==> config.mk <==
export PLATFORM = sky130hd
export DESIGN_NAME = dispatch
export DESIGN_NICKNAME = d
export VERILOG_FILES = /design/src/rtl/ooo_pkg.sv /design/src/rtl/dispatch.sv
export SDC_FILE = /design/constraint.sdc
export NUM_CORES = 1
export LEC_CHECK = 0
export ABC_AREA = 1
export BUFFER_PORTS_ARGS = -buffer_cell sky130_fd_sc_hd__clkbuf_2
export CAP_MARGIN = 15
export CORE_AREA = 2 2 105 107
export DETAILED_ROUTE_END_ITERATION = 16
export DIE_AREA = 0 0 107 109
export RECOVER_POWER = 50
export SETUP_SLACK_MARGIN = 0.4
export SYNTH_ARGS = -nofsm -noshare
export SYNTH_HDL_FRONTEND = slang
export SYNTH_SLANG_ARGS = --single-unit
export TNS_END_PERCENT = 1
==> constraint.sdc <==
create_clock -name vclk -period 1.2
set_clock_uncertainty 0.2 [all_clocks]
set_input_delay 0.06 -clock vclk [all_inputs]
set_output_delay 0.06 -clock vclk [all_outputs]
set_load 0.03 [all_outputs]
==> src/rtl/ooo_pkg.sv <==
package ooo_pkg;

  localparam int XLEN        = 32;
  localparam int ROB_DEPTH   = 8;
  localparam int IQ_DEPTH    = 4;
  localparam int MUL_LATENCY = 3; // launch to result valid

  typedef logic signed [XLEN-1:0]       data_t;
  typedef logic [4:0]                   reg_addr_t;
  typedef logic [$clog2(ROB_DEPTH)-1:0] rob_ix_t;

  typedef enum logic [2:0] {
    IT_OP,
    IT_OPIMM,
    IT_LUI,
    IT_MUL,
    IT_NOP // anything not supported, dropped at dispatch
  } itype_t;

  typedef enum logic [3:0] {
    ALU_ADD,
    ALU_SUB,
    ALU_SLL,
    ALU_SLT,
    ALU_SLTU,
    ALU_XOR,
    ALU_SRL,
    ALU_SRA,
    ALU_OR,
    ALU_AND,
    ALU_PASS_B // lui
  } alu_func_t;

  typedef enum logic [1:0] {
    MUL_LO,
    MUL_HI_SS,
    MUL_HI_UU
  } mul_func_t;

  localparam logic [6:0] OPC_OP    = 7'b0110011;
  localparam logic [6:0] OPC_OPIMM = 7'b0010011;
  localparam logic [6:0] OPC_LUI   = 7'b0110111;

endpackage
==> src/rtl/dispatch.sv <==
`timescale 1ns/10ps

module dispatch
  import ooo_pkg::*;
(
  input  logic        i_head_valid,
  input  logic [31:0] i_head_inst,
  input  logic        i_rob_full,
  input  logic        i_alu_rs_free,
  input  logic        i_mul_rs_free,
  input  data_t       i_rf_val1, i_rf_val2,
  input  rob_ix_t     i_rf_tag1, i_rf_tag2,
  input  logic        i_rf_tag1_valid, i_rf_tag2_valid,
  input  data_t       i_rob_val1, i_rob_val2,
  input  logic        i_rob_done1, i_rob_done2,
  output logic        o_pop,
  output logic        o_rob_alloc,
  output logic        o_alu_issue,
  output logic        o_mul_issue,
  output reg_addr_t   o_rs1, o_rs2, o_rd,
  output alu_func_t   o_alu_func,
  output mul_func_t   o_mul_func,
  output data_t       o_vi, o_vj,
  output rob_ix_t     o_qi, o_qj,
  output logic        o_i_ready, o_j_ready
);
  itype_t     itype;
  data_t      imm;
  logic [6:0] opcode, funct7;
  logic [2:0] funct3;
  logic       is_alu;

  function automatic alu_func_t alu_decode(input logic [2:0] f3, input logic alt);
    case (f3)
      3'b000:  return alt ? ALU_SUB : ALU_ADD;
      3'b001:  return ALU_SLL;
      3'b010:  return ALU_SLT;
      3'b011:  return ALU_SLTU;
      3'b100:  return ALU_XOR;
      3'b101:  return alt ? ALU_SRA : ALU_SRL;
      3'b110:  return ALU_OR;
      default: return ALU_AND;
    endcase
  endfunction

  assign opcode = i_head_inst[6:0];
  assign funct3 = i_head_inst[14:12];
  assign funct7 = i_head_inst[31:25];
  assign o_rd   = i_head_inst[11:7];
  assign o_rs1  = i_head_inst[19:15];
  assign o_rs2  = i_head_inst[24:20];
  assign o_qi   = i_rf_tag1;
  assign o_qj   = i_rf_tag2;

  always_comb begin
    itype      = IT_NOP;
    o_alu_func = ALU_ADD;
    o_mul_func = MUL_LO;
    imm        = data_t'({{20{i_head_inst[31]}}, i_head_inst[31:20]}); // i-type immediate
    case (opcode)
      OPC_OP: begin
        if (funct7 == 7'b0000001) begin
          itype = IT_MUL;
          case (funct3)
            3'b000:  o_mul_func = MUL_LO;
            3'b001:  o_mul_func = MUL_HI_SS;
            3'b011:  o_mul_func = MUL_HI_UU;
            default: itype = IT_NOP; // mulhsu and divides
          endcase
        end else if (funct7 == 7'b0000000 ||
                     (funct7 == 7'b0100000 && (funct3 == 3'b000 || funct3 == 3'b101))) begin
          itype      = IT_OP;
          o_alu_func = alu_decode(funct3, funct7[5]);
        end
      end
      OPC_OPIMM: begin
        itype      = IT_OPIMM;
        o_alu_func = alu_decode(funct3, funct3 == 3'b101 && funct7[5]); // addi is never sub
        if (funct3 == 3'b001 && funct7 != 7'b0000000) itype = IT_NOP;
        if (funct3 == 3'b101 && (funct7 & 7'b1011111) != 7'b0000000) itype = IT_NOP;
      end
      OPC_LUI: begin
        itype      = IT_LUI;
        o_alu_func = ALU_PASS_B;
        imm        = data_t'({i_head_inst[31:12], 12'b0});
      end
      default: itype = IT_NOP;
    endcase
  end

  // operand source: register file, finished rob entry, or wait on tag
  always_comb begin
    o_vi      = (i_rf_tag1_valid && i_rob_done1) ? i_rob_val1 : i_rf_val1;
    o_i_ready = !i_rf_tag1_valid || i_rob_done1 || itype == IT_LUI; // lui ignores rs1
    o_vj      = (i_rf_tag2_valid && i_rob_done2) ? i_rob_val2 : i_rf_val2;
    o_j_ready = !i_rf_tag2_valid || i_rob_done2;
    if (itype == IT_OPIMM || itype == IT_LUI) begin
      o_vj      = imm;
      o_j_ready = 1'b1;
    end
  end

  assign is_alu      = (itype == IT_OP) || (itype == IT_OPIMM) || (itype == IT_LUI);
  assign o_alu_issue = i_head_valid && is_alu && !i_rob_full && i_alu_rs_free;
  assign o_mul_issue = i_head_valid && itype == IT_MUL && !i_rob_full && i_mul_rs_free;
  assign o_rob_alloc = o_alu_issue || o_mul_issue;
  assign o_pop       = o_rob_alloc || (i_head_valid && itype == IT_NOP);

endmodule

==> flow_summary.yaml, run 1 <==
timing:
  finalHoldViolCount: 11
  tns_ns: -18.25
  worst_pin_slew_ns: 0.344
  maxSlewHeadroom: 0.768
  setup_violations: 73
  fin_crit_sh: 1.37
  max_freq_mhz: 607
  layout_setup_ws_ns: -0.447
  grt_setup_unrepaired: "yes"
  period_minus_slack_ns: 1.65
  whs_ns: -0.0800
  finalMaxSlewViolations: 0
power:
  pwr_density_cell_mw_per_mm2: 414
  peakVddDrop_uv: 286
  power.leakage_nw: 2.36
drt:
  first_iter_violations: 83
  drt-met1-wl_mm: 3.81
  wl_met2_mm: 6.08
  vias_per_cell: 4.37
  drt-total-wl_mm: 10.5
  vias: 3031
  top_layer: "met4"
  dr_wl_met3_um: 612
  wire_per_inst_um: 15.2
  antenna_left: 0
  drc: 0
  dr.pass1.iters: 4
floorplanning:
  start_util: 0.176
  io_pins: 271
  die_w_um: 107
  row_count: 38
  die_y_um: 109
  core_area_mm2: 0.0106
  design.die.area_mm2: 0.0117
grt:
  grt_max_degree: 33
  grt_pass1_wl_mm: 15.1
  track_usage: 0.162
  first_global_vias: 2993
  antenna_found_initial: 0
  overflow: 0
placed_design:
  dp_slack_ns: -0.543
  place_congestion: 0.803
  io_buffers: 249
  place_area_mm2: 0.00380
  place_inst: 690
  dp_hpwl_mm: 8.95
layout:
  nets: 730
  drive_above_1_share: 0.841
  seq_cells: 0
  final_common_cell: "clkbuf_2"
  antennaDiodeCount: 0
  final_cell_mix: "170 x clkbuf_2, 61 x mux2_2, 54 x clkbuf_8, 37 x buf_4, 35 x nand3_1"
  num-clock-buffers: 0
  layout.cells.non_filler: 694
  syn2layout_area_growth_pct: 156
  finalInstanceArea_mm2: 0.00477
  ff_latch_area_um2: 0
  n_fill_cell: 1004
worst_setup_path:
  critPathArrivalTime_ns: 1.39
  required_ns: 0.94
  crit_fanout: 8
  cp-start-kind: "primary input"
  critPathCaptureType: "output pin"
  crit_type: "in -> out"
hold_path:
  hp-start: "i_rf_tag1[0]"
  min_delay_worst_endpoint: "o_qi[0]"
  whs_path_depth: 0
  min_path_type: "in -> out"
job:
  drv_cap: 0
status:
  status: "finished with violations"
  failed_checks: "hold timing, setup timing"
logic_synthesis:
  yosysUniqueCellTypes: 24
  synth_warnings: 0
  syn_inst: 296
  synth_nets: 470
  seq_area_frac_synth: 0
  synth.cell_area_mm2: 0.00187
  syn_avg_cell_area_um2: 6.31
-- per-layer routing --
| layer | GRT usage | vias up |
|---|---|---|
| met5 | 0 | - |
| met4 | 0.00557 | 0 |
| met2 | 0.346 | 145 |
| li1 | - | 1508 |
| met1 | 0.179 | 1376 |
| met3 | 0.0149 | 2 |
-- cells in the mapped netlist (4+ instances only) --
| cell | number | area [µm²] |
|---|---|---|
| nand4_1 | 4 | 25.0 |
| o21ai_0 | 8 | 40.0 |
| mux2_2 | 64 | 721 |
| inv_1 | 22 | 82.6 |
| buf_2 | 11 | 55.1 |
| o21a_1 | 13 | 97.6 |
| buf_4 | 22 | 165 |
| o21ai_1 | 4 | 20.0 |
| nor2_1 | 10 | 37.5 |
| nand2_1 | 68 | 255 |
| nand3_1 | 46 | 230 |
-- report_power, final --
part           internal, mW  switching, mW  total [mW]
Clock                     0              0           0
Combinational          1.00          0.972        1.98
Sequential                0              0           0
-- metrics by stage --
step                      total power, mW  utilization
after detailed placement             1.58        0.358
after CTS                            1.93        0.437
after global routing                 2.08        0.450
final                                1.98        0.450
after global placement               1.57        0.358
after floorplan                      1.03            -
-- how the worst max path moves through the flow --
stage                               start          end  slack [ns]  depth (start not counted)
after floorplan            i_head_inst[3]    o_j_ready        -0.1                          8
after global placement     i_head_inst[3]  o_rob_alloc       -0.50                          9
after detailed placement   i_head_inst[3]  o_rob_alloc       -0.54                          9
after CTS                  i_head_inst[6]      o_vj[2]       -0.43                         10
after global routing      i_head_inst[27]  o_rob_alloc       -0.51                         11
final                      i_head_inst[3]     o_vj[22]       -0.45                         10
-- repair_timing --
item,in CTS,in global routing
hold endpoints to repair,11,11
pin swaps,13,17
resized for setup,192,54
endpoints found under the setup margin,76,76
setup buffers,2,1
cloned,1,0
-- logic make-up (layout without fill, tap and decap cells) --
| family | after synthesis | count (layout) | share of synthesized area |
|---|---|---|---|
| multiplexers | 64 | 64 | 0.386 |
| AND/OR/NAND/NOR | 140 | 140 | 0.341 |
| AO/OA/AOI/OAI | 28 | 28 | 0.0924 |
| buffers and inverters | 64 | 322 | 0.181 |
-- cell type report --
type	instances	area, µm²	area share
inverters	24	120	0.0252
multi-input cells	232	2070	0.433
well taps	140	175	0.0367
repair buffers	298	2410	0.505
-- worst max-delay path, stage by stage --
cell and delay, ns:
buf_8 0.11, inv_12 0.04, nand3_4 0.08, nor3_4 0.27
nand3_4 0.15, nand2_8 0.15, buf_6 0.15, nand3_1 0.08
o21a_4 0.13, clkbuf_8 0.15
Note: power is estimated with default switching activity, not from simulation.
==> run 2: changes to the inputs <==
ABC_AREA = not set   (was 1)
CORE_AREA = 2 2 104 106   (was 2 2 105 107)
DIE_AREA = 0 0 106 108   (was 0 0 107 109)
==> run 2 against run 1 <==
Maximum frequency decreased by 37%; total power decreased by 7.2%; first-iteration DRC count increased by 1.2%; non-clock buffer count increased by 9; critical path type unchanged; the run still ends with hold timing, setup timing left.
==> flow_summary.yaml, run 2 <==
status:
  status: "finished with violations"
  failed_checks: "hold timing, setup timing"
floorplanning:
  start_util: 0.182
  row_count: 37
  die_w_um: 106
  design.die.area_mm2: 0.0114
  die_y_um: 108
  core_area_mm2: 0.0102
  io_pins: 271
power:
  power.leakage_nw: 2.31
  switching_share: 0.496
  pwr-share-seq: 0
  switchingPower_mw: 0.910
  internal_power_mw: 0.924
  pwr_density_cell_mw_per_mm2: 406
  power_frac_clock: 0
  peakVddDrop_uv: 302
  combinationalPowerShare: 1.000
grt:
  top_usage_layer: "met2"
  first_global_vias: 3112
  overflow: 0
  track_usage: 0.163
  grt_max_degree: 33
  antenna_found_initial: 0
  use_met3: 0.0217
  use_met1: 0.201
  gr-usage-met2: 0.311
  grt_pass1_wl_mm: 15.2
cts:
  postCtsSetupBuffers: 0
layout:
  num-clock-buffers: 0
  antennaDiodeCount: 0
  syn2layout_area_growth_pct: 143
  drive_above_1_share: 0.739
  ff_latch_area_um2: 0
  n_fill_cell: 1046
  nets: 712
  final_cell_mix: "177 x clkbuf_2, 63 x nand2_1, 54 x clkbuf_8, 50 x buf_4, 31 x mux2_2"
  seq_cells: 0
  finalInstanceArea_mm2: 0.00452
  final_common_cell: "clkbuf_2"
  multi_input_area_mm2: 0.00196
logic_synthesis:
  synthAdderAreaFrac: 0
  seq_area_frac_synth: 0
  synth-simple-area-share: 0.330
  synth_nets: 449
  syn_inst: 275
  synth_most_common_cell: "nand2_1"
  synth_warnings: 0
  syn_avg_cell_area_um2: 6.76
  synth-xor-area-share: 0.00471
  synth_top_cell_area_share: 0.194
  yosysUniqueCellTypes: 48
  yosys-top-cells-count: "65 x nand2_1, 32 x mux2_2, 22 x buf_4, 22 x nor2_1"
  synth_top_area_cell: "mux2_2"
  synth_top_family_by_area: "simple AND/OR/NAND/NOR gates"
  netlist_top_cells_area: "mux2_2 19%, nand2_1 13%, buf_4 8.9%"
  synthMuxAreaShare: 0.264
  synth.cell_area_mm2: 0.00186
  synth_compound_area_frac: 0.242
worst_setup_path:
  crit_fanout: 27
  critPathCaptureType: "output pin"
  required_ns: 0.94
  crit_type: "in -> out"
  cp-start-kind: "primary input"
  crit_chain: "clkbuf_2 > or4_4 > or3_4 > a2111o_2 > buf_12 > and3_1 > o31ai_4 > clkbuf_8"
  critPathArrivalTime_ns: 2.35
  critPathSlowestCell: "or4_4"
  critical_path.max_stage_delay_ns: 0.53
timing:
  max_freq_mhz: 384
  layout_setup_ws_ns: -1.41
  whs_ns: -0.0800
  fin_crit_sh: 2.17
  period_minus_slack_ns: 2.61
  worst_pin_slew_ns: 0.437
  finalMaxSlewViolations: 0
  maxSlewHeadroom: 0.708
  setup_violations: 75
  finalHoldViolCount: 11
  grt_setup_unrepaired: "yes"
drt:
  drt-total-wl_mm: 10.3
  wire_per_inst_um: 15.4
  vias: 3040
  vias_per_cell: 4.52
  dr.pass1.iters: 4
  antenna_left: 0
  drc: 0
  first_iter_violations: 84
hold_path:
  min_path_type: "in -> out"
job:
  drv_cap: 0
placed_design:
  place_congestion: 0.814
  dp_hpwl_mm: 8.45
  io_buffers: 249
  place_area_mm2: 0.00385
[run 2: power groups by stage]
stage	Sequential [mW]	Combinational, mW	Clock (mW)
floorplan	0	0.993	0
global placement	0	1.53	0
finish	0	1.83	0
global route	0	1.94	0
detailed placement	0	1.55	0
CTS	0	1.81	0
[run 2: cell families after synthesis]
group	Yosys count
AND/OR/NAND/NOR	128
XOR/XNOR	1
multiplexers	45
AO/OA/AOI/OAI	53
buffers and inverters	48
[run 2: cell type report]
class                           instances  share of cell area
Timing Repair Buffer                  307               0.527
Inverter                                2             0.00166
Multi-Input combinational cell        227               0.433
Tap cell                              136              0.0376
[run 2: path summary, 6_finish.rpt]
kind	from	endpoint	slack [ns]	cells past startpoint
worst max-delay path	i_head_inst[27]	o_vj[22]	-1.41	8
worst min-delay path	i_rf_tag1[0]	o_qi[0]	-0.08	0
[run 2: worst max-delay path, delay by kind of cell]
kind / cells / cell delay, ns
buffers and inverters: 3 / 0.49
AO/OA/AOI/OAI: 2 / 0.71
AND/OR/NAND/NOR: 3 / 1.07
[run 2: layer usage]
layer  vias up  part of all wire  wire length [µm]
met5         -                 0                 0
met4         0             0.010               108
met3        10             0.064               663
met2       134              0.52              5430
met1      1407              0.40              4150
li1       1489                 -                 -
[run 2: what timing repair did]
item / 4_1_cts / 5_1_grt
endpoints found under the setup margin: 76 / 76
endpoints found under the hold margin: 11 / 11
pin swaps: 5 / 4
gates cloned: 0 / 0
resized for setup: 145 / 29
[run 2: per-stage QoR]
stage	setup slack, ns	utilization	cells	TNS (ns)	power (mW)
global route	-1.47	0.442	672	-56.85	1.94
detailed placement	-1.43	0.376	672	-57.29	1.55
CTS	-1.42	0.436	672	-54.03	1.81
finish	-1.41	0.442	672	-52.92	1.83
global placement	-1.45	0.376	672	-56.33	1.53
floorplan	-1.16	-	275	-46.41	0.993
