<file path="src/rtl/ooo_pkg.sv">
package ooo_pkg;

  localparam int XLEN        = 32;
  localparam int ROB_DEPTH   = 8;
  localparam int IQ_DEPTH    = 4;
  localparam int MUL_LATENCY = 3; // launch to result valid

  typedef logic signed [XLEN-1:0]       data_t;
  typedef logic [4:0]                   reg_addr_t;
  typedef logic [$clog2(ROB_DEPTH)-1:0] rob_ix_t;

  typedef enum logic [2:0] {
    IT_OP,
    IT_OPIMM,
    IT_LUI,
    IT_MUL,
    IT_NOP // anything not supported, dropped at dispatch
  } itype_t;

  typedef enum logic [3:0] {
    ALU_ADD,
    ALU_SUB,
    ALU_SLL,
    ALU_SLT,
    ALU_SLTU,
    ALU_XOR,
    ALU_SRL,
    ALU_SRA,
    ALU_OR,
    ALU_AND,
    ALU_PASS_B // lui
  } alu_func_t;

  typedef enum logic [1:0] {
    MUL_LO,
    MUL_HI_SS,
    MUL_HI_UU
  } mul_func_t;

  localparam logic [6:0] OPC_OP    = 7'b0110011;
  localparam logic [6:0] OPC_OPIMM = 7'b0010011;
  localparam logic [6:0] OPC_LUI   = 7'b0110111;

endpackage
</file>
<file path="src/rtl/instruction_queue.sv">
`timescale 1ns/10ps

module instruction_queue
  import ooo_pkg::*;
(
  input  logic        clk_100mhz,
  input  logic        sys_rst,
  input  logic        i_push,
  input  logic [31:0] i_inst,
  input  logic        i_pop,
  output logic        o_ready,
  output logic        o_head_valid,
  output logic [31:0] o_head_inst
);
  logic [31:0] mem [IQ_DEPTH];
  logic [$clog2(IQ_DEPTH)-1:0] wr_ptr, rd_ptr;
  logic [$clog2(IQ_DEPTH+1)-1:0] count;
  logic push_ok, pop_ok;

  assign o_ready      = (count != IQ_DEPTH);
  assign o_head_valid = (count != 0);
  assign o_head_inst  = mem[rd_ptr];
  assign push_ok      = i_push && o_ready; // word offered while full is dropped
  assign pop_ok       = i_pop && o_head_valid;

  always_ff @(posedge clk_100mhz) begin
    if (sys_rst) begin
      wr_ptr <= '0;
      rd_ptr <= '0;
      count  <= '0;
    end else begin
      if (push_ok) wr_ptr <= wr_ptr + 1'b1;
      if (pop_ok) rd_ptr <= rd_ptr + 1'b1;
      count <= count + push_ok - pop_ok;
    end
  end

  always_ff @(posedge clk_100mhz) begin
    if (push_ok) mem[wr_ptr] <= i_inst;
  end

endmodule

</file>
<file path="config.mk">
export PLATFORM = sky130hd
export DESIGN_NAME = instruction_queue
export DESIGN_NICKNAME = d
export VERILOG_FILES = /design/src/rtl/ooo_pkg.sv /design/src/rtl/instruction_queue.sv
export SDC_FILE = /design/constraint.sdc
export NUM_CORES = 1
export LEC_CHECK = 0
export BUFFER_PORTS_ARGS = -buffer_cell sky130_fd_sc_hd__buf_2
export CAP_MARGIN = 10
export CORE_AREA = 5 5 109 111
export CTS_CLUSTER_DIAMETER = 80
export DETAILED_ROUTE_END_ITERATION = 10
export DIE_AREA = 0 0 114 116
export GPL_TIMING_DRIVEN = 0
export PLACE_DENSITY = 0.77
export SYNTH_ARGS = -nofsm -noshare
export SYNTH_HDL_FRONTEND = slang
export SYNTH_SLANG_ARGS = --single-unit
</file>
<file path="constraint.sdc">
create_clock -name clk_100mhz -period 2.56 [get_ports clk_100mhz]
set_clock_uncertainty 0.05 [all_clocks]
set_input_delay 0.384 -clock clk_100mhz [delete_from_list [all_inputs] [get_ports clk_100mhz]]
set_output_delay 0.384 -clock clk_100mhz [all_outputs]
set_load 0.01 [all_outputs]
</file>
==> out/metrics.cfg, run 1 <==
[logic_synthesis]
synth_nets=259
yosysUniqueCellTypes=25
ys_seq_elements=137
synth_xor_area_share_pct=0.512
yosys-top-cells-area=edfxtp_1 (75%), mux4_2 (13%), dfxtp_1 (3.5%), ha_1 (1.5%), buf_12 (1.2%)
synth_fa_ha_area_share_pct=1.85
syn_inst=216
synth.avg_cell_area_um2=23.7
synth_compound_area_share_pct=0.561
synth.largest_area_cell=edfxtp_1
yosysWarningCount=0
yosys.cell_count.top_type=edfxtp_1
ys_seq_area_share_pct=78.5
synthFlopType=edfxtp_1
synth_simple_gate_area_share_pct=1.85
synth_edf_count=128
synth_top_family_by_area=multiplexers
synth_top_area_share_pct=75.0
synthMuxAreaShare_pct=14.6
synth.top_cells.by_count=edfxtp_1 (128), mux4_2 (30), dfxtp_1 (9), nor2_1 (8), ha_1 (6)
syn_area_um2=5130
ys_async_sr_fraction_pct=0

[sta]
finalSetupViolations=0
fin_setup_tns_ns=0
finalCriticalPeriod_ns=2.28
finalCritPeriodShare_pct=89.0
worst_slew_pin_slew_ns=0.920
max_slew_margin_pct=38.7
slew_viol_final=0
rsz0062_at_grt=no
hold_violations=0
fmax_mhz=439

[setup_path]
cp.required_ns=2.95
rrSetupSlack_ns=0.28
cp_cell_sequence=nor2_1 > a21boi_2 > inv_1 > ha_1 > inv_1 > ha_1 > inv_1 > fa_1 > xor2_1 > and2_1 > nor3_1
rr_worst_depth=11
end_kind=flip-flop
start_kind=flip-flop
path_max_fanout=7
crit_slowest_cell=dfxtp_1
path_common_cell=inv_1
critPathBufInv=3
path_class=reg2reg
worstReg2RegEnd=count[2]
crit_start=count[1]
worstPathArrival_ns=2.66
r2r-start=count[1]
cpPeakStageDelay_ns=0.45
crit_family=adder cells

[routing]
route.detailed.drc=0
drtIter0Drc=121
vias=2427
antenna_left=0
viasPerCell=5.30
wirelength_um=8720
firstDrtPassIters=4
detail_route.wl_per_cell_um=19.0

[die]
start_util_pct=47.9
fp.dieW_um=114
coreArea_um2=10700
die_area_um2=13200
num_rows=38
pin_count=70
chipHeight_um=116

[clocking]
htree_levels=4
clk_latency_ns=0.52
numClockSinks=137
cts.repair.resized=0
cts_tree=yes
root_buffer=clkbuf_8
cts_made_buffers=17
cts_buffer_depth=2
cts.clk_slew.worst_paths_ns=0.06

[status]
outcome=completed

[placement]
hpwl_um=5210
gp_congestion=0.648
numPortBuffers=68

[hold_path]
hold_path_depth=1
hp-class=in2reg
whs_endpoint=mem[2][25]
holdCritStartpoint=i_inst[25]

[layout]
n_antenna_cell=0
area_growth_pct=21.4
n_fill_cell=818
drive_above_1_share_pct=44.3
nNetsFinal=349

[global_route]
grt_max_degree=33
track_usage_pct=14.7
antenna_found_initial=0
overflow=0
grt_pass1_vias=2631
grt_pass1_wl_um=13900

[power_and_ir_drop]
p_per_area_nw_per_um2=1060
p_total_mw=6.60
power.leakage_nw=2.15
ir_drop_mv=0.455

[job]
maxCapViolations=0

## worst reg2reg max path: stages (launching register included)
cell      delay, ns
dfxtp_1        0.45
nor2_1         0.12
a21boi_2       0.16
inv_1          0.06
ha_1           0.28
inv_1          0.05
ha_1           0.13
inv_1          0.05
fa_1           0.36
xor2_1         0.16
and2_1         0.17
nor3_1         0.16
## layout make-up
cell class / count / area, um^2 / share of cell area, %
sequential: 137 / 4020 / 64.6
multi-input combinational: 66 / 1000 / 16.1
clock buffer: 18 / 418 / 6.71
timing repair buffer: 71 / 368 / 5.91
tap: 140 / 175 / 2.81
clock inverter: 13 / 131 / 2.11
buffer: 8 / 90.1 / 1.45
inverter: 5 / 18.8 / 0.302
## how the worst max path moves through the flow
stage	cells past startpoint	end	slack, ns
after floorplan	11	count[2]	0.38
after global placement	3	mem[3][11]	-0.10
after detailed placement	11	count[2]	0.09
after CTS	11	count[2]	0.07
after global routing	11	count[2]	0.11
final	11	count[2]	0.28
## cells by family after synthesis
logic type,Yosys count
fa+ha+maj,7
flops,137
xor+xnor,3
compound gates,3
mux,34
buf+inv,13
simple gates,19
## flip-flops by register name (all words and copies together), names as in the netlist, named ones only
register and count:
count 3, mem 128, rd_ptr 2, wr_ptr 2
## routing by layer
layer / vias to the layer above / wire, um / track usage [%]
met5: - / 0 / 0
met4: 0 / 126 / 6.41
met3: 13 / 541 / 5.38
met2: 75 / 4570 / 24.7
met1: 1260 / 3480 / 17.0
li1: 1079 / - / -
## power breakdown
part           internal (mW)  leakage (nW)  switching [mW]  total [mW]
Clock                   1.37         0.260           0.862        2.23
Combinational          0.752         0.646           0.758        1.51
Sequential              2.76          1.25           0.100        2.86
Total                   4.88          2.15            1.72        6.60
## repair_timing
action | in CTS | in global routing
endpoints found under the hold margin | 6 | 0
hold buffers | 2 | 0
endpoints found under the setup margin | 0 | 1
setup buffers | 0 | 1
## layout by cell type (no fill, tap or decap), types with 2 or more instances in the layout
cell,instances
buf_2,71
mux4_1,2
clkinv_2,4
clkinv_4,2
xor2_1,2
edfxtp_1,128
dfxtp_1,9
bufinv_16,2
clkinvlp_4,4
clkbuf_1,2
buf_12,3
nor2_1,8
dlygate4sd3_1,2
and2_2,4
ha_1,6
mux4_2,30
inv_1,5
nand2b_1,2
clkbuf_16,16
## metrics by stage
stage                     setup WS [ns]  hold slack (ns)  instance area (um^2)  utilization [%]  cells
after floorplan                   0.378            0.432                  5130                -    216
after global placement           -0.103            0.444                  5640             52.7    424
after detailed placement         0.0930            0.470                  5650             52.8    424
after CTS                        0.0750          0.00158                  6220             58.1    457
after global routing              0.110          0.00741                  6220             58.2    458
final                             0.281           0.0281                  6220             58.2    458
Power figures use the tool's default switching activity.
==> run 2: changes to the inputs <==
clock period = 2.7 ns   (was 2.56 ns; I/O delays follow)
==> run 2 against run 1 <==
Critical path depth unchanged. Largest cell class unchanged. Register-to-register slack got worse by 0.04 ns. Worst hold slack improved by 0.020 ns. Highest routed layer unchanged. Wire length decreased by 0.52%. Global-route usage about the same. Clock power decreased by 5%. Combinational power decreased by 6%. Core utilization decreased by 0.26 points.
==> out/metrics.cfg, run 2 (synthesis results as in run 1) <==
[clocking]
cts_tree=yes
cts_buffer_depth=2
htree_levels=4
cts_made_buffers=17
cts.clk_slew.worst_paths_ns=0.06
cts.repair.resized=0
cts-hold-fix-buffers=0
root_buffer=clkbuf_8
post_cts_buffers=0
clk_latency_ns=0.52
numClockSinks=137

[hold_path]
hp-class=in2reg

[setup_path]
crit_start=count[1]
r2r-start=count[1]
path_common_cell=inv_1
crit_slowest_cell=dfxtp_1
cp_cell_sequence=nor2_1 > a21boi_2 > inv_1 > ha_1 > inv_1 > ha_1 > inv_1 > fa_1 > xor2_1 > and2_1 > nor3_1
rr_worst_depth=11
path_class=reg2reg
cp-endpoint=count[2]
end_kind=flip-flop
start_kind=flip-flop
worstPathArrival_ns=2.85
rrSetupSlack_ns=0.24
worstReg2RegEnd=count[2]
path_max_fanout=7
cp.required_ns=3.09
cpPeakStageDelay_ns=0.45

[die]
chipHeight_um=116
fp.dieW_um=114
pin_count=70
coreArea_um2=10700
num_rows=38
die_area_um2=13200
start_util_pct=47.9

[layout]
largest_reg_flops=128
final_cell_mix=edfxtp_1 (128), buf_2 (71), mux4_2 (30)
final_common_cell=edfxtp_1
nNetsFinal=346
final_cells=455
drive_above_1_share_pct=44.4
utilization_pct=57.9
n_antenna_cell=0
final_cell_area_um2=6200
largest-register=mem
reg_top3=mem x128, count x3
area_growth_pct=20.9
n_fill_cell=818

[sta]
hold_violations=0
finalCritPeriodShare_pct=91.3
worst_slew_pin_slew_ns=0.904
slew_viol_final=0
max_slew_margin_pct=39.7
finalSetupViolations=0
fin_setup_tns_ns=0
rsz0062_at_grt=no
fin_ws_ns=0.236
fin_hold_ws_ns=0.0482
fmax_mhz=406
finalCriticalPeriod_ns=2.46

[power_and_ir_drop]
p_per_area_nw_per_um2=1010
ir_drop_mv=0.427
p_total_mw=6.25
power.leakage_nw=2.14

[routing]
drtIter0Drc=133
viasPerCell=5.27
route.detailed.drc=0
wirelength_um=8670
antenna_left=0
firstDrtPassIters=4
detail_route.wl_per_cell_um=19.1
vias=2400

[placement]
pre_cts_slack_ns=0.233
gp_congestion=0.648
placed_area_um2=5650
numPortBuffers=68
hpwl_um=5210
dp_cells=424

[global_route]
grt_max_degree=33
grt_busiest_layer=met2
grt_util_met3_pct=5.38
overflow=0
use_met1_pct=17.0
grt_pass1_wl_um=13900
antenna_found_initial=0
met2_usage_pct=24.6
track_usage_pct=14.6
grt_pass1_vias=2621

[status]
outcome=completed

[job]
maxCapViolations=0

run 2: changes by cell type in the layout (fill, tap and decap cells not counted), sizes merged:
cell	previous run	this run
buf	76	75
dlygate4sd3	2	0
run 2: final cells by class:
class | count | area [um^2] | share of cell area [%]
sequential | 137 | 4020 | 64.9
multi-input combinational | 66 | 1000 | 16.1
clock buffer | 18 | 418 | 6.74
timing repair buffer | 68 | 340 | 5.49
tap | 140 | 175 | 2.83
clock inverter | 13 | 131 | 2.12
buffer | 8 | 90.1 | 1.45
inverter | 5 | 18.8 | 0.303
run 2: how the worst min path moves through the flow:
stage                           from          to  depth (start not counted)
final                     i_inst[19]  mem[0][19]                          1
after global routing      i_inst[11]  mem[2][11]                          1
after CTS                 i_inst[11]  mem[3][11]                          1
after detailed placement   rd_ptr[0]   flip-flop                          2
after global placement     wr_ptr[1]   wr_ptr[1]                          2
after floorplan            wr_ptr[1]   wr_ptr[1]                          2
run 2: per-layer routing:
metal,wire (um),vias to the layer above
met3,543,13
met2,4570,73
met4,126,0
li1,-,1073
met1,3430,1241
met5,0,-
run 2: worst max-delay path: cells and delay by family, from the launching register on:
kind / cells / cell delay [ns]
AO/OA/AOI/OAI: 1 / 0.31
XOR/XNOR: 1 / 0.16
adder cells (fa/ha/maj): 3 / 0.78
buffers and inverters: 3 / 0.18
flip-flops: 1 / 0.45
AND/OR/NAND/NOR: 3 / 0.44
run 2: report_power, final:
part | switching, mW | leakage [nW] | internal, mW
combinational | 0.717 | 0.633 | 0.706
sequential | 0.0949 | 1.25 | 2.62
clock | 0.816 | 0.260 | 1.30
==> run 3: changes to the inputs <==
BUFFER_PORTS_ARGS = default   (was -buffer_cell sky130_fd_sc_hd__buf_2)
DONT_BUFFER_PORTS = 1   (was default)
PLACE_DENSITY = 0.72   (was 0.77)
SLEW_MARGIN = 20   (was default)
==> run 3 against run 2 <==
Sequential power is essentially flat. Critical endpoint unchanged. Via count shrank 5.8%. Global-route usage grew 0.56 points. Die area is the same. Combinational power shrank 8%. Worst hold slack gained 0.14 ns. Critical path type unchanged. Final cell count shrank 6.8%. Setup slack gained 0.092 ns. Clock power grew 18%. Largest cell class unchanged. Flip-flop and latch count is the same.
==> out/metrics.cfg, run 3 (synthesis results as in run 1) <==
[global_route]
grt_pass1_wl_um=14200
use_met1_pct=17.8
overflow=0
grt_max_degree=22
grt_busiest_layer=met2
grt_util_met3_pct=5.07
track_usage_pct=15.2
met2_usage_pct=25.9
antenna_found_initial=0
grt_pass1_vias=2530

[routing]
firstDrtPassIters=4
detail_route.wl_per_cell_um=21.2
drtIter0Drc=121
antenna_left=0
route.detailed.drc=0
vias=2262
viasPerCell=5.33
wirelength_um=9010

[power_and_ir_drop]
p_switching_mw=1.64
ir_drop_mv=0.413
cellInternalPower_mw=4.86
p_total_mw=6.50
p_comb_share_pct=20.2
clkPwrFrac_pct=38.2
p_per_area_nw_per_um2=1020
power.leakage_nw=2.10
p_sw_share_pct=25.2
p_seq_share_pct=41.6

[setup_path]
rr_worst_depth=11
start_kind=flip-flop
cpPeakStageDelay_ns=0.45
path_common_cell=inv_1
end_kind=flip-flop
path_class=reg2reg
worstPathArrival_ns=2.76
rrSetupSlack_ns=0.33
cp_cell_sequence=nor2_1 > a21boi_2 > inv_1 > ha_1 > inv_1 > ha_1 > inv_1 > fa_1 > xor2_1 > and2_1 > nor3_1
cp.required_ns=3.09
crit_slowest_cell=dfxtp_1
critPathBufInv=3
worstReg2RegEnd=count[2]
path_max_fanout=7
crit_family=adder cells
r2r-start=count[1]

[clocking]
root_buffer=clkbuf_8
numClockSinks=137
cts.clk_slew.worst_paths_ns=0.06
cts_buffer_depth=2
post_cts_buffers=0
cts_tree=yes
htree_levels=4
cts.repair.resized=0
cts_made_buffers=17
clk_latency_ns=0.52

[layout]
regArea_um2=4020
largest_reg_flops=128
largest-register=mem
nNetsFinal=314
final_common_cell=edfxtp_1
drive_above_1_share_pct=27.1
final_cell_mix=edfxtp_1 (128), dlygate4sd3_1 (32), mux4_2 (30)
n_antenna_cell=0
utilization_pct=59.5
multi_input_area_um2=1000
final_cells=424
n_fill_cell=789
reg_top3=mem x128, count x3
area_growth_pct=24.1

[sta]
slew_viol_final=0
fin_setup_tns_ns=0
fmax_mhz=422
finalCritPeriodShare_pct=87.8
hold_violations=0
finalCriticalPeriod_ns=2.37
worst_slew_pin_slew_ns=0.437
rsz0062_at_grt=no
max_slew_margin_pct=70.9
fin_hold_ws_ns=0.188
finalSetupViolations=0

[die]
coreArea_um2=10700
fp.dieW_um=114
start_util_pct=47.9
chipHeight_um=116
pin_count=70
num_rows=38
die_area_um2=13200

[status]
outcome=completed

[placement]
dp_cells=360
gp_congestion=0.714
hpwl_um=5750
numPortBuffers=0

[hold_path]
hp-class=in2reg
hold_path_depth=2
holdCritStartpoint=i_push
whs_endpoint=wr_ptr[1]

[job]
maxCapViolations=0

run 3: cell count changes in the layout (fill, tap and decap cells not counted), sizes merged:
cell,previous run,this run
dlygate4sd3,0,32
clkinvlp,4,2
clkinv,7,5
bufinv,2,5
buf,75,11
clkbuf,19,21
run 3: timing repair:
| action | in CTS | in global routing |
|---|---|---|
| setup endpoints to repair | 0 | 0 |
| hold buffers | 32 | 0 |
| hold endpoints to repair | 128 | 0 |
run 3: metal layers:
metal,wire [um],vias to the layer above
li1,-,1011
met1,3730,1177
met2,4700,55
met3,412,19
met4,159,0
met5,0,-
run 3: worst register-to-register path, stage by stage, from the launching register on:
cell,delay [ns]
dfxtp_1,0.45
nor2_1,0.11
a21boi_2,0.29
inv_1,0.08
ha_1,0.29
inv_1,0.05
ha_1,0.12
inv_1,0.05
fa_1,0.37
xor2_1,0.16
and2_1,0.16
nor3_1,0.11
run 3: how the worst max path moves through the flow:
stage | from | endpoint | slack [ns] | cells after the start
after global routing | count[1] | count[2] | 0.09 | 11
after floorplan | count[1] | count[2] | 0.52 | 11
after global placement | count[1] | mem[1][0] | -0.02 | 3
after detailed placement | count[1] | count[2] | 0.31 | 11
final | count[1] | count[2] | 0.33 | 11
after CTS | count[1] | count[2] | 0.30 | 11
run 3: stage by stage:
stage               setup slack (ns)  cell area [um^2]
CTS                            0.298              6360
floorplan                      0.518              5130
global placement             -0.0223              5300
finish                         0.328              6360
detailed placement             0.309              5400
global route                  0.0881              6360
run 3: area by class of cell:
cell class              instances  area share [%]
inverters                       5           0.295
clock buffers                  20            7.00
repair buffers                 36            6.53
flip-flops and latches        137            63.2
well taps                     140            2.75
plain buffers                   8            1.42
clock inverters                12            3.09
multi-input cells              66            15.7
run 3: power groups by stage:
stage | clock network, mW | logic [mW] | registers, mW
finish | 2.48 | 1.31 | 2.71
global route | 2.65 | 1.44 | 2.73
CTS | 2.52 | 1.36 | 2.71
detailed placement | 0 | 1.30 | 2.75
global placement | 0 | 1.22 | 2.75
floorplan | 0 | 0.996 | 2.72
