--- config.mk ---
export PLATFORM = sky130hd
export DESIGN_NAME = cdb_arbiter
export DESIGN_NICKNAME = d
export VERILOG_FILES = /design/src/rtl/ooo_pkg.sv /design/src/rtl/cdb_arbiter.sv
export SDC_FILE = /design/constraint.sdc
export NUM_CORES = 1
export LEC_CHECK = 0
export ABC_AREA = 1
export BUFFER_PORTS_ARGS = -buffer_cell sky130_fd_sc_hd__buf_2
export CAP_MARGIN = 10
export CORE_MARGIN = 2
export CORE_UTILIZATION = 30
export DETAILED_ROUTE_END_ITERATION = 7
export PLACE_DENSITY_LB_ADDON = 0.1
export SKIP_CTS_REPAIR_TIMING = 1
export SLEW_MARGIN = 20
export SYNTH_ARGS = -nofsm -noshare
export SYNTH_HDL_FRONTEND = slang
export SYNTH_SLANG_ARGS = --single-unit
export TNS_END_PERCENT = 50
--- constraint.sdc ---
create_clock -name clk_100mhz -period 1.1 [get_ports clk_100mhz]
set_input_delay 0.22 -clock clk_100mhz [delete_from_list [all_inputs] [get_ports clk_100mhz]]
set_output_delay 0.22 -clock clk_100mhz [all_outputs]
set_load 0.01 [all_outputs]
--- src/rtl/ooo_pkg.sv ---
package ooo_pkg;

  localparam int XLEN        = 32;
  localparam int ROB_DEPTH   = 8;
  localparam int IQ_DEPTH    = 4;
  localparam int MUL_LATENCY = 3; // launch to result valid

  typedef logic signed [XLEN-1:0]       data_t;
  typedef logic [4:0]                   reg_addr_t;
  typedef logic [$clog2(ROB_DEPTH)-1:0] rob_ix_t;

  typedef enum logic [2:0] {
    IT_OP,
    IT_OPIMM,
    IT_LUI,
    IT_MUL,
    IT_NOP // anything not supported, dropped at dispatch
  } itype_t;

  typedef enum logic [3:0] {
    ALU_ADD,
    ALU_SUB,
    ALU_SLL,
    ALU_SLT,
    ALU_SLTU,
    ALU_XOR,
    ALU_SRL,
    ALU_SRA,
    ALU_OR,
    ALU_AND,
    ALU_PASS_B // lui
  } alu_func_t;

  typedef enum logic [1:0] {
    MUL_LO,
    MUL_HI_SS,
    MUL_HI_UU
  } mul_func_t;

  localparam logic [6:0] OPC_OP    = 7'b0110011;
  localparam logic [6:0] OPC_OPIMM = 7'b0010011;
  localparam logic [6:0] OPC_LUI   = 7'b0110111;

endpackage
--- src/rtl/cdb_arbiter.sv ---
`timescale 1ns/10ps

module cdb_arbiter
  import ooo_pkg::*;
(
  input  logic    clk_100mhz,
  input  logic    sys_rst,
  input  logic    i_alu_valid,
  input  data_t   i_alu_result,
  input  rob_ix_t i_alu_rob_ix,
  input  logic    i_mul_valid,
  input  data_t   i_mul_result,
  input  rob_ix_t i_mul_rob_ix,
  output logic    o_alu_read,
  output logic    o_mul_read,
  output logic    o_cdb_valid,
  output rob_ix_t o_cdb_rob_ix,
  output data_t   o_cdb_value
);
  logic alu_take, mul_take;

  // a unit being acked this cycle still shows valid, skip it
  assign alu_take = i_alu_valid && !o_alu_read;
  assign mul_take = i_mul_valid && !o_mul_read && !alu_take; // alu first

  always_ff @(posedge clk_100mhz) begin
    if (sys_rst) begin
      o_cdb_valid <= 1'b0;
      o_alu_read  <= 1'b0;
      o_mul_read  <= 1'b0;
    end else begin
      o_cdb_valid <= alu_take || mul_take;
      o_alu_read  <= alu_take;
      o_mul_read  <= mul_take;
    end
  end

  always_ff @(posedge clk_100mhz) begin
    o_cdb_rob_ix <= alu_take ? i_alu_rob_ix : i_mul_rob_ix;
    o_cdb_value  <= alu_take ? i_alu_result : i_mul_result;
  end

endmodule

==> impl_metrics.json, run 1 <==
{
  "rows": 24,
  "num_vias": 1421,
  "syn_nets": 237,
  "cts_tree": "done",
  "skew_ns": 0.00326,
  "min_path_cells": 3,
  "p_leak_nw": 1.19,
  "period_share_pct": 94.6,
  "io_pins": 112,
  "max_cap_viol_count": 0,
  "cts_buffers": 5,
  "cp_top_family": "flip-flops",
  "end_kind": "primary output",
  "status": "completed",
  "rsz0062_at_grt": "no",
  "die_height_um": 70.8,
  "layout_common_cells": "buf_2 (111), nand2_1 (71), nand3_1 (37), dfxtp_1 (37), clkbuf_8 (8)",
  "crit_buf_inv": 1,
  "yosysWarnings": 0,
  "required_ns": 0.88,
  "tightest_slew_ns": 0.343,
  "max_stage_delay_ns": 0.38,
  "min_path_type": "input port to flip-flop",
  "clockBufferDepth": 2,
  "ir_drop_mv": 0.516,
  "antenna_found_initial": 0,
  "dp.cells": 319,
  "synthCells": 163,
  "drive_gt1_share_pct": 45.7,
  "grt_pass1_vias": 1275,
  "overflow": 0,
  "start_util_pct": 31.0,
  "slew_headroom_pct": 77.1,
  "wirelength_um": 3700,
  "start_kind": "flip-flop",
  "worstSetupPathDepth": 1,
  "first_iter_violations": 51,
  "syn_avg_cell_area_um2": 8.22,
  "setup_ws_ns": 0.0597,
  "io_buffers": 111,
  "ys_ff_latch": 38,
  "die-area_um2": 5020,
  "place_worst_setup_slack_ns": -0.0763,
  "ant_nets": 0,
  "stdcell_area_um2": 2050,
  "setup_violations": 0,
  "p_total_mw": 3.19,
  "place_area_um2": 1910,
  "timing.hold.ws_ns": 0.113,
  "cp_max_fo": 2,
  "final_cells": 328,
  "power_density_nw_per_um2": 1550,
  "area_delta_synth_final_pct": 52.9,
  "crit_chain": "buf_2",
  "layout_commonest_cell": "buf_2",
  "nets": 349,
  "grt.total_usage_pct": 14.0,
  "antenna_cells": 0,
  "finalCriticalPeriod_ns": 1.04,
  "critPathSlowestCell": "dfxtp_2",
  "ys_types": 10,
  "clock-sinks": 38,
  "worstPathArrival_ns": 0.82,
  "path_class": "flip-flop to primary output",
  "final-hold-violation-count": 0,
  "clk_latency_ns": 0.29,
  "route.detailed.drc": 0,
  "dr.pass1.iters": 4,
  "post_drt_wl_per_cell_um": 11.3,
  "final_max_slew_viol_count": 0,
  "grt_pass1_wl_um": 5510,
  "synth_area_um2": 1340,
  "core-area_um2": 4320,
  "clockRootBuffer": "clkbuf_8",
  "die_width_um": 70.8,
  "hpwl_um": 2550,
  "post_drt_via_cell_ratio": 4.33,
  "gp_congestion": 0.708,
  "ys_seq_area_share_pct": 56.8,
  "fmax_ghz": 0.961,
  "grt_max_degree": 38,
  "r2r_cells": 4,
  "clk_pin_slew_ns": 0.07,
  "h-tree-depth": 2
}
==> cells in the mapped netlist <==
cell     number  area, µm²
nand2_1      71        267
dfxtp_1      38        761
nand3_1      37        185
buf_6         4       45.0
inv_1         4       15.0
buf_2         3       15.0
buf_4         3       22.5
inv_4         1       6.26
nand2_8       1       20.0
nor2_1        1       3.75
==> power breakdown <==
| group | internal, mW | total, mW | switching (mW) |
|---|---|---|---|
| clock | 0.633 | 1.11 | 0.480 |
| sequential | 1.50 | 1.53 | 0.0289 |
| combinational | 0.254 | 0.542 | 0.288 |
==> worst paths after layout <==
kind	start	end	slack, ns
max	o_alu_read$_SDFF_PP0_	o_alu_read	0.06
min	i_mul_rob_ix[0]	o_cdb_rob_ix[0]$_DFF_P_	0.11
max reg2reg	o_alu_read$_SDFF_PP0_	o_cdb_value[18]$_DFF_P_	0.12
min reg2reg	o_mul_read$_SDFF_PP0_	o_mul_read$_SDFF_PP0_	0.53
==> sequential cells by signal (all words and copies together), names as in the netlist <==
name / flops
o_alu_read: 1
o_cdb_rob_ix: 3
o_cdb_valid: 1
o_cdb_value: 32
o_mul_read: 1
==> routing by layer <==
layer  share of wire (%)  up-vias  wire length [µm]  track usage (%)
li1                    -      738                 -                -
met1                  40      613              1470             15.5
met2                  49       65              1800             23.7
met3                 9.7        5               357             5.56
met4                 1.8        0                66             6.29
met5                   0        -                 0                0
==> through the flow <==
step	util (%)	setup TNS [ns]
after floorplan	-	0
after global placement	44.2	-1.65
after detailed placement	44.2	-2.03
after CTS	46.8	-2.37
after global routing	47.4	0
final	47.4	0
==> logic make-up (layout without fill, tap and decap cells) <==
group	after synthesis	in the layout	synth area share [%]
AND/OR/NAND/NOR	110	111	35.5
flip-flops	38	38	56.8
buffers and inverters	15	127	7.75
==> area by class of cell <==
type                       count  area, µm²
multi-input combinational    111        495
tap                           52       65.1
clock buffer                   8        110
fill                         443       2270
timing repair buffer         114        591
sequential                    38        762
inverter                       5       26.3
No activity file was read; power rests on OpenSTA's default activity.
==> run 2, diff against run 1 <==
--- a/config.mk
+++ b/config.mk
@@ -7,3 +7,2 @@
 export LEC_CHECK = 0
-export ABC_AREA = 1
 export BUFFER_PORTS_ARGS = -buffer_cell sky130_fd_sc_hd__buf_2
@@ -14,2 +13,3 @@
 export PLACE_DENSITY_LB_ADDON = 0.1
+export REMOVE_ABC_BUFFERS = 1
 export SKIP_CTS_REPAIR_TIMING = 1
==> constraint.sdc (replaced) <==
create_clock -name clk_100mhz -period 1.1 [get_ports clk_100mhz]
set_input_delay 0.11 -clock clk_100mhz [delete_from_list [all_inputs] [get_ports clk_100mhz]]
set_output_delay 0.11 -clock clk_100mhz [all_outputs]
set_load 0.01 [all_outputs]
==> run 2 against run 1 <==
Compared with the run above: the run now ends with negative setup slack left; synthesized cell count down 50%; first-iteration DRC count down 75%; final cell count down 24%; non-clock buffer count up 1; flip-flop and latch count unchanged; critical endpoint is now o_cdb_value[31]$_DFF_P_; largest cell class unchanged; highest routed layer unchanged.
==> impl_metrics.json, run 2 <==
{
  "grt_pass1_wl_um": 4700,
  "r2r_setup_slack_ns": -0.003,
  "largestRegisters": "o_cdb_value: 32 flops, o_cdb_rob_ix: 3 flops",
  "largest_reg_flops": 32,
  "clk_pin_slew_ns": 0.07,
  "p_leak_nw": 1.08,
  "wl_met1_um": 1020,
  "ys_types": 10,
  "fillers": 383,
  "nets": 274,
  "die_width_um": 69.7,
  "gp_congestion": 0.752,
  "ant_nets": 0,
  "area_delta_synth_final_pct": 56.4,
  "yosysMostFrequentCell": "dfxtp_1",
  "intPower_mw": 2.27,
  "final_max_slew_viol_count": 0,
  "overflow": 0,
  "slew_headroom_pct": 90.4,
  "cp-startpoint": "o_alu_read$_SDFF_PP0_",
  "ys_seq_area_share_pct": 58.8,
  "clk_latency_ns": 0.28,
  "synth_area_um2": 1290,
  "clkPwrFrac_pct": 29.3,
  "antenna_cells": 0,
  "ys_ff_latch": 38,
  "power_frac_seq_pct": 51.8,
  "max_stage_delay_ns": 0.35,
  "path_class": "flip-flop to flip-flop",
  "synthTopCellsByArea": "dfxtp_1 (59%), mux2_4 (20%), mux2_2 (16%), buf_6 (2.6%), nand2b_4 (1.1%)",
  "endpoint": "o_cdb_value[31]$_DFF_P_",
  "timing.hold.ws_ns": 0.0497,
  "die-area_um2": 4850,
  "switchingPower_mw": 0.662,
  "synth_top_area_share_pct": 58.8,
  "place_worst_setup_slack_ns": -0.0218,
  "crit_chain": "nand2b_4 -> buf_12 -> mux2_2",
  "yosysWarnings": 0,
  "io_pins": 112,
  "grt.total_usage_pct": 12.4,
  "p_sw_share_pct": 22.5,
  "cts_tree": "done",
  "wirelength_um": 2850,
  "min_path_cells": 2,
  "post_drt_via_cell_ratio": 4.16,
  "cts_buffers": 5,
  "layout_commonest_cell": "buf_2",
  "netlist_top_cells_count": "dfxtp_1 (38), mux2_2 (18), mux2_4 (17), buf_6 (3)",
  "core-area_um2": 4090,
  "r2r-start": "o_alu_read$_SDFF_PP0_",
  "fmax_ghz": 0.907,
  "first_iter_violations": 13,
  "post_drt_wl_per_cell_um": 11.4,
  "grt_max_degree": 21,
  "syn_avg_cell_area_um2": 15.8,
  "rsz0062_at_grt": "yes",
  "antenna_found_initial": 0,
  "setup_violations": 1,
  "route.detailed.drc": 0,
  "grt_pass1_vias": 1103,
  "ir_drop_mv": 0.586,
  "routed-wl-met3_um": 405,
  "die_height_um": 69.7,
  "r2r_cells": 3,
  "h-tree-depth": 2,
  "required_ns": 1.27,
  "synth-edff-count": 0,
  "violations": "negative setup slack",
  "max_cap_viol_count": 0,
  "skew_ns": 0.00241,
  "critPathSlowestCell": "mux2_2",
  "r2r_end": "o_cdb_value[31]$_DFF_P_",
  "tightest_slew_ns": 0.144,
  "final-hold-violation-count": 0,
  "worstPathArrival_ns": 1.27,
  "async_flop_share_pct": 0,
  "synthFlopType": "dfxtp_1",
  "status": "complete, but fails checks",
  "min_from": "i_mul_result[23]",
  "num_vias": 1039,
  "rows": 23,
  "wl_met2_um": 1360,
  "clockBufferDepth": 2,
  "dr.pass1.iters": 2,
  "setup_ws_ns": -0.00274,
  "fin_util_pct": 49.5,
  "p_comb_share_pct": 18.9,
  "multiInputGateArea_um2": 509,
  "place_area_um2": 1920,
  "clockRootBuffer": "clkbuf_8",
  "layout_common_cells": "buf_2 (111), dfxtp_1 (37), mux2_4 (21), mux2_2 (14), clkbuf_8 (5)",
  "finalCriticalPeriod_ns": 1.10,
  "end_kind": "flip-flop",
  "start_util_pct": 31.7,
  "drive_gt1_share_pct": 78.0,
  "highest_layer": "met4",
  "top_register": "o_cdb_value",
  "cp_max_fo": 20,
  "stdcell_area_um2": 2020,
  "min_path_type": "input port to flip-flop",
  "clock-sinks": 38,
  "synthCells": 82,
  "period_share_pct": 100,
  "io_buffers": 111,
  "power_density_nw_per_um2": 1450,
  "synth_top_area_cell": "dfxtp_1",
  "hpwl_um": 2260,
  "start_kind": "flip-flop",
  "seqCellArea_um2": 762
}
## run 2: cell types whose count changed after synthesis, moves of 2 or more
| cell | change |
|---|---|
| nand3_1 | -37 |
| nand2_1 | -71 |
| mux2_4 | +17 |
| buf_4 | -3 |
| buf_2 | -2 |
| mux2_2 | +18 |
| inv_1 | -4 |
## run 2: worst max-delay path: cells and delay by family, from the launching register on
family | cells | cell delay (ns)
buffers and inverters | 1 | 0.17
muxes | 1 | 0.35
DFF | 1 | 0.32
and+or+nand+nor | 1 | 0.15
## run 2: worst min-delay path by stage
stage                               to
2_1_floorplan   o_cdb_valid$_SDFF_PP0_
4_1_cts          o_alu_read$_SDFF_PP0_
6_report       o_cdb_value[23]$_DFF_P_
3_3_place_gp     o_alu_read$_SDFF_PP0_
3_5_place_dp     o_alu_read$_SDFF_PP0_
5_1_grt        o_cdb_value[25]$_DFF_P_
## run 2: logic make-up after synthesis
logic type | count (synthesis) | share of synthesized area, %
flops | 38 | 58.8
mux | 35 | 35.4
buf+inv | 4 | 3.00
compound gates | 1 | 0.386
simple gates | 4 | 2.42
## run 2: layer usage
| layer | up-vias | GRT usage [%] |
|---|---|---|
| li1 | 514 | - |
| met1 | 443 | 11.6 |
| met2 | 76 | 21.4 |
| met3 | 6 | 6.40 |
| met4 | 0 | 7.69 |
| met5 | - | 0 |
## run 2: power by group through the flow
stage / registers (mW) / clock network [mW] / logic, mW
finish: 1.52 / 0.862 / 0.554
global route: 1.53 / 0.975 / 0.598
CTS: 1.52 / 0.908 / 0.550
detailed placement: 1.55 / 0 / 0.548
global placement: 1.55 / 0 / 0.536
floorplan: 1.62 / 0 / 0.192
## run 2: area by class of cell
class	instances	area share (%)
sequential	38	37.7
tap	50	3.09
clock buffer	7	3.77
multi-input combinational	40	25.2
timing repair buffer	115	30.3
## run 2: through the flow
stage	setup TNS (ns)	cells	total power [mW]
after floorplan	-6.00	78	1.81
after global placement	0	242	2.09
after detailed placement	-0.155	242	2.10
after CTS	-0.316	249	2.98
after global routing	-0.485	250	3.10
final	-0.00274	250	2.94
==> run 3, diff against run 2 <==
- clock period: 1.1 -> 1.05 ns (I/O delays scaled with it)
==> run 3 against run 2 <==
Compared with the run above: first-iteration DRC count rose to 2.6 times the previous value; critical path depth did not move; largest cell class unchanged; highest routed layer unchanged; sequential power rose by 5%; clock-buffer cell count fell by 1; power rose by 6.8%; the flow still finishes with violations (negative setup slack); combinational power rose by 7.6%; register-to-register slack got worse by 0.05 ns.
==> impl_metrics.json, run 3 (synthesized netlist as in run 2, its figures left out) <==
{
  "status": "complete, but fails checks",
  "cts_tree": "done",
  "antenna_found_initial": 0,
  "route.detailed.drc": 0,
  "period_share_pct": 105,
  "clk_latency_ns": 0.28,
  "antenna_cells": 0,
  "finalCriticalPeriod_ns": 1.11,
  "first_iter_violations": 34,
  "cts_buffers": 5,
  "clock-sinks": 38,
  "min_path_cells": 2,
  "largestRegisters": "o_cdb_value: 32 flops, o_cdb_rob_ix: 3 flops",
  "die-area_um2": 4850,
  "drive_gt1_share_pct": 79.5,
  "layout_commonest_cell": "buf_2",
  "wirelength_um": 3060,
  "core-area_um2": 4090,
  "r2r-start": "o_alu_read$_SDFF_PP0_",
  "violations": "negative setup slack",
  "overflow": 0,
  "start_util_pct": 31.7,
  "tightest_slew_ns": 0.121,
  "r2r_cells": 3,
  "post_drt_wl_per_cell_um": 12.2,
  "grt_pass1_vias": 1086,
  "max_stage_delay_ns": 0.35,
  "setup_ws_ns": -0.0565,
  "die_height_um": 69.7,
  "io_buffers": 111,
  "r2r_end": "o_cdb_value[6]$_DFF_P_",
  "nets": 275,
  "p_total_mw": 3.13,
  "gp_congestion": 0.744,
  "required_ns": 1.22,
  "r2r_setup_slack_ns": -0.06,
  "hpwl_um": 2370,
  "fillers": 387,
  "area_delta_synth_final_pct": 58.1,
  "ant_nets": 0,
  "final_cells": 250,
  "place_worst_setup_slack_ns": -0.0684,
  "dr.pass1.iters": 2,
  "top_register": "o_cdb_value",
  "slew_headroom_pct": 91.9,
  "power_density_nw_per_um2": 1530,
  "path_class": "flip-flop to flip-flop",
  "min_to": "o_cdb_value[15]$_DFF_P_",
  "fin_util_pct": 50.1,
  "min_path_type": "input port to flip-flop",
  "critPathSlowestCell": "mux2_2",
  "grt_pass1_wl_um": 4730,
  "num_vias": 1045,
  "start_kind": "flip-flop",
  "grt_max_degree": 19,
  "final_max_slew_viol_count": 0,
  "fin_setup_tns_ns": -0.829,
  "end_kind": "flip-flop",
  "io_pins": 112,
  "h-tree-depth": 2,
  "setup_violations": 31,
  "worstPathArrival_ns": 1.28,
  "layout_common_cells": "buf_2 (111), dfxtp_1 (37), mux2_4 (22), mux2_2 (13), clkbuf_8 (6)",
  "post_drt_via_cell_ratio": 4.18,
  "min_from": "i_mul_result[15]",
  "dp.cells": 243,
  "clk_pin_slew_ns": 0.06,
  "clockRootBuffer": "clkbuf_8",
  "clockBufferDepth": 2,
  "max_cap_viol_count": 0,
  "ir_drop_mv": 0.787,
  "crit_chain": "nand2b_4 -> buf_12 -> mux2_2",
  "rsz0062_at_grt": "yes",
  "largest_reg_flops": 32,
  "final-hold-violation-count": 0,
  "p_leak_nw": 1.09,
  "cp_max_fo": 18,
  "skew_ns": 0.00236,
  "grt.total_usage_pct": 12.6,
  "rows": 23,
  "fmax_ghz": 0.904,
  "die_width_um": 69.7
}
==> run 3: cell types whose count changed in the layout (fill, tap and decap cells not counted) <==
cell and change:
mux2_2 -1, mux2_4 +1, nor3b_1 -1, buf_4 +1
nor3b_2 +1, clkbuf_8 +1, clkbuf_1 -2
==> run 3: worst max-delay path by stage <==
| stage | from | end | slack (ns) | depth (start not counted) |
|---|---|---|---|---|
| global placement | o_alu_read$_SDFF_PP0_ | o_cdb_value[31]$_DFF_P_ | -0.02 | 3 |
| finish | o_alu_read$_SDFF_PP0_ | o_cdb_value[6]$_DFF_P_ | -0.06 | 3 |
| CTS | o_alu_read$_SDFF_PP0_ | o_cdb_value[8]$_DFF_P_ | -0.08 | 3 |
| detailed placement | o_alu_read$_SDFF_PP0_ | o_cdb_value[6]$_DFF_P_ | -0.07 | 3 |
| floorplan | o_alu_read$_SDFF_PP0_ | o_cdb_rob_ix[0]$_DFF_P_ | -0.24 | 2 |
| global route | o_alu_read$_SDFF_PP0_ | o_cdb_value[8]$_DFF_P_ | -0.1 | 3 |
==> run 3: layout make-up <==
| cell class | count | area [µm²] | area share [%] |
|---|---|---|---|
| flip-flops and latches | 38 | 762 | 37.2 |
| repair buffers | 116 | 621 | 30.3 |
| multi-input cells | 40 | 518 | 25.3 |
| clock buffers | 6 | 82.6 | 4.04 |
| well taps | 50 | 62.6 | 3.06 |
==> run 3: metrics by stage <==
step | hold WS [ns] | instance area (µm²)
floorplan | 0.174 | 1250
global placement | 0.294 | 1930
detailed placement | 0.300 | 1930
CTS | -0.00578 | 2010
global route | 0.0220 | 2050
finish | 0.0454 | 2050
==> run 3: per-layer routing <==
| metal | vias up | track usage, % | wire length (µm) |
|---|---|---|---|
| li1 | 516 | - | - |
| met1 | 448 | 11.5 | 1090 |
| met2 | 77 | 21.6 | 1470 |
| met3 | 4 | 9.01 | 468 |
| met4 | 0 | 5.13 | 28 |
| met5 | - | 0 | 0 |
==> run 3: worst max-delay path, delay by kind of cell (launching register included) <==
kind	cells	cell delay, ns
mux	1	0.35
flops	1	0.32
buf+inv	1	0.17
simple gates	1	0.15
==> run 3: power by group <==
group | leakage, nW | internal [mW] | total, mW | switching [mW]
Clock | 0.0431 | 0.505 | 0.945 | 0.440
Sequential | 0.321 | 1.57 | 1.59 | 0.0259
Combinational | 0.727 | 0.365 | 0.596 | 0.231
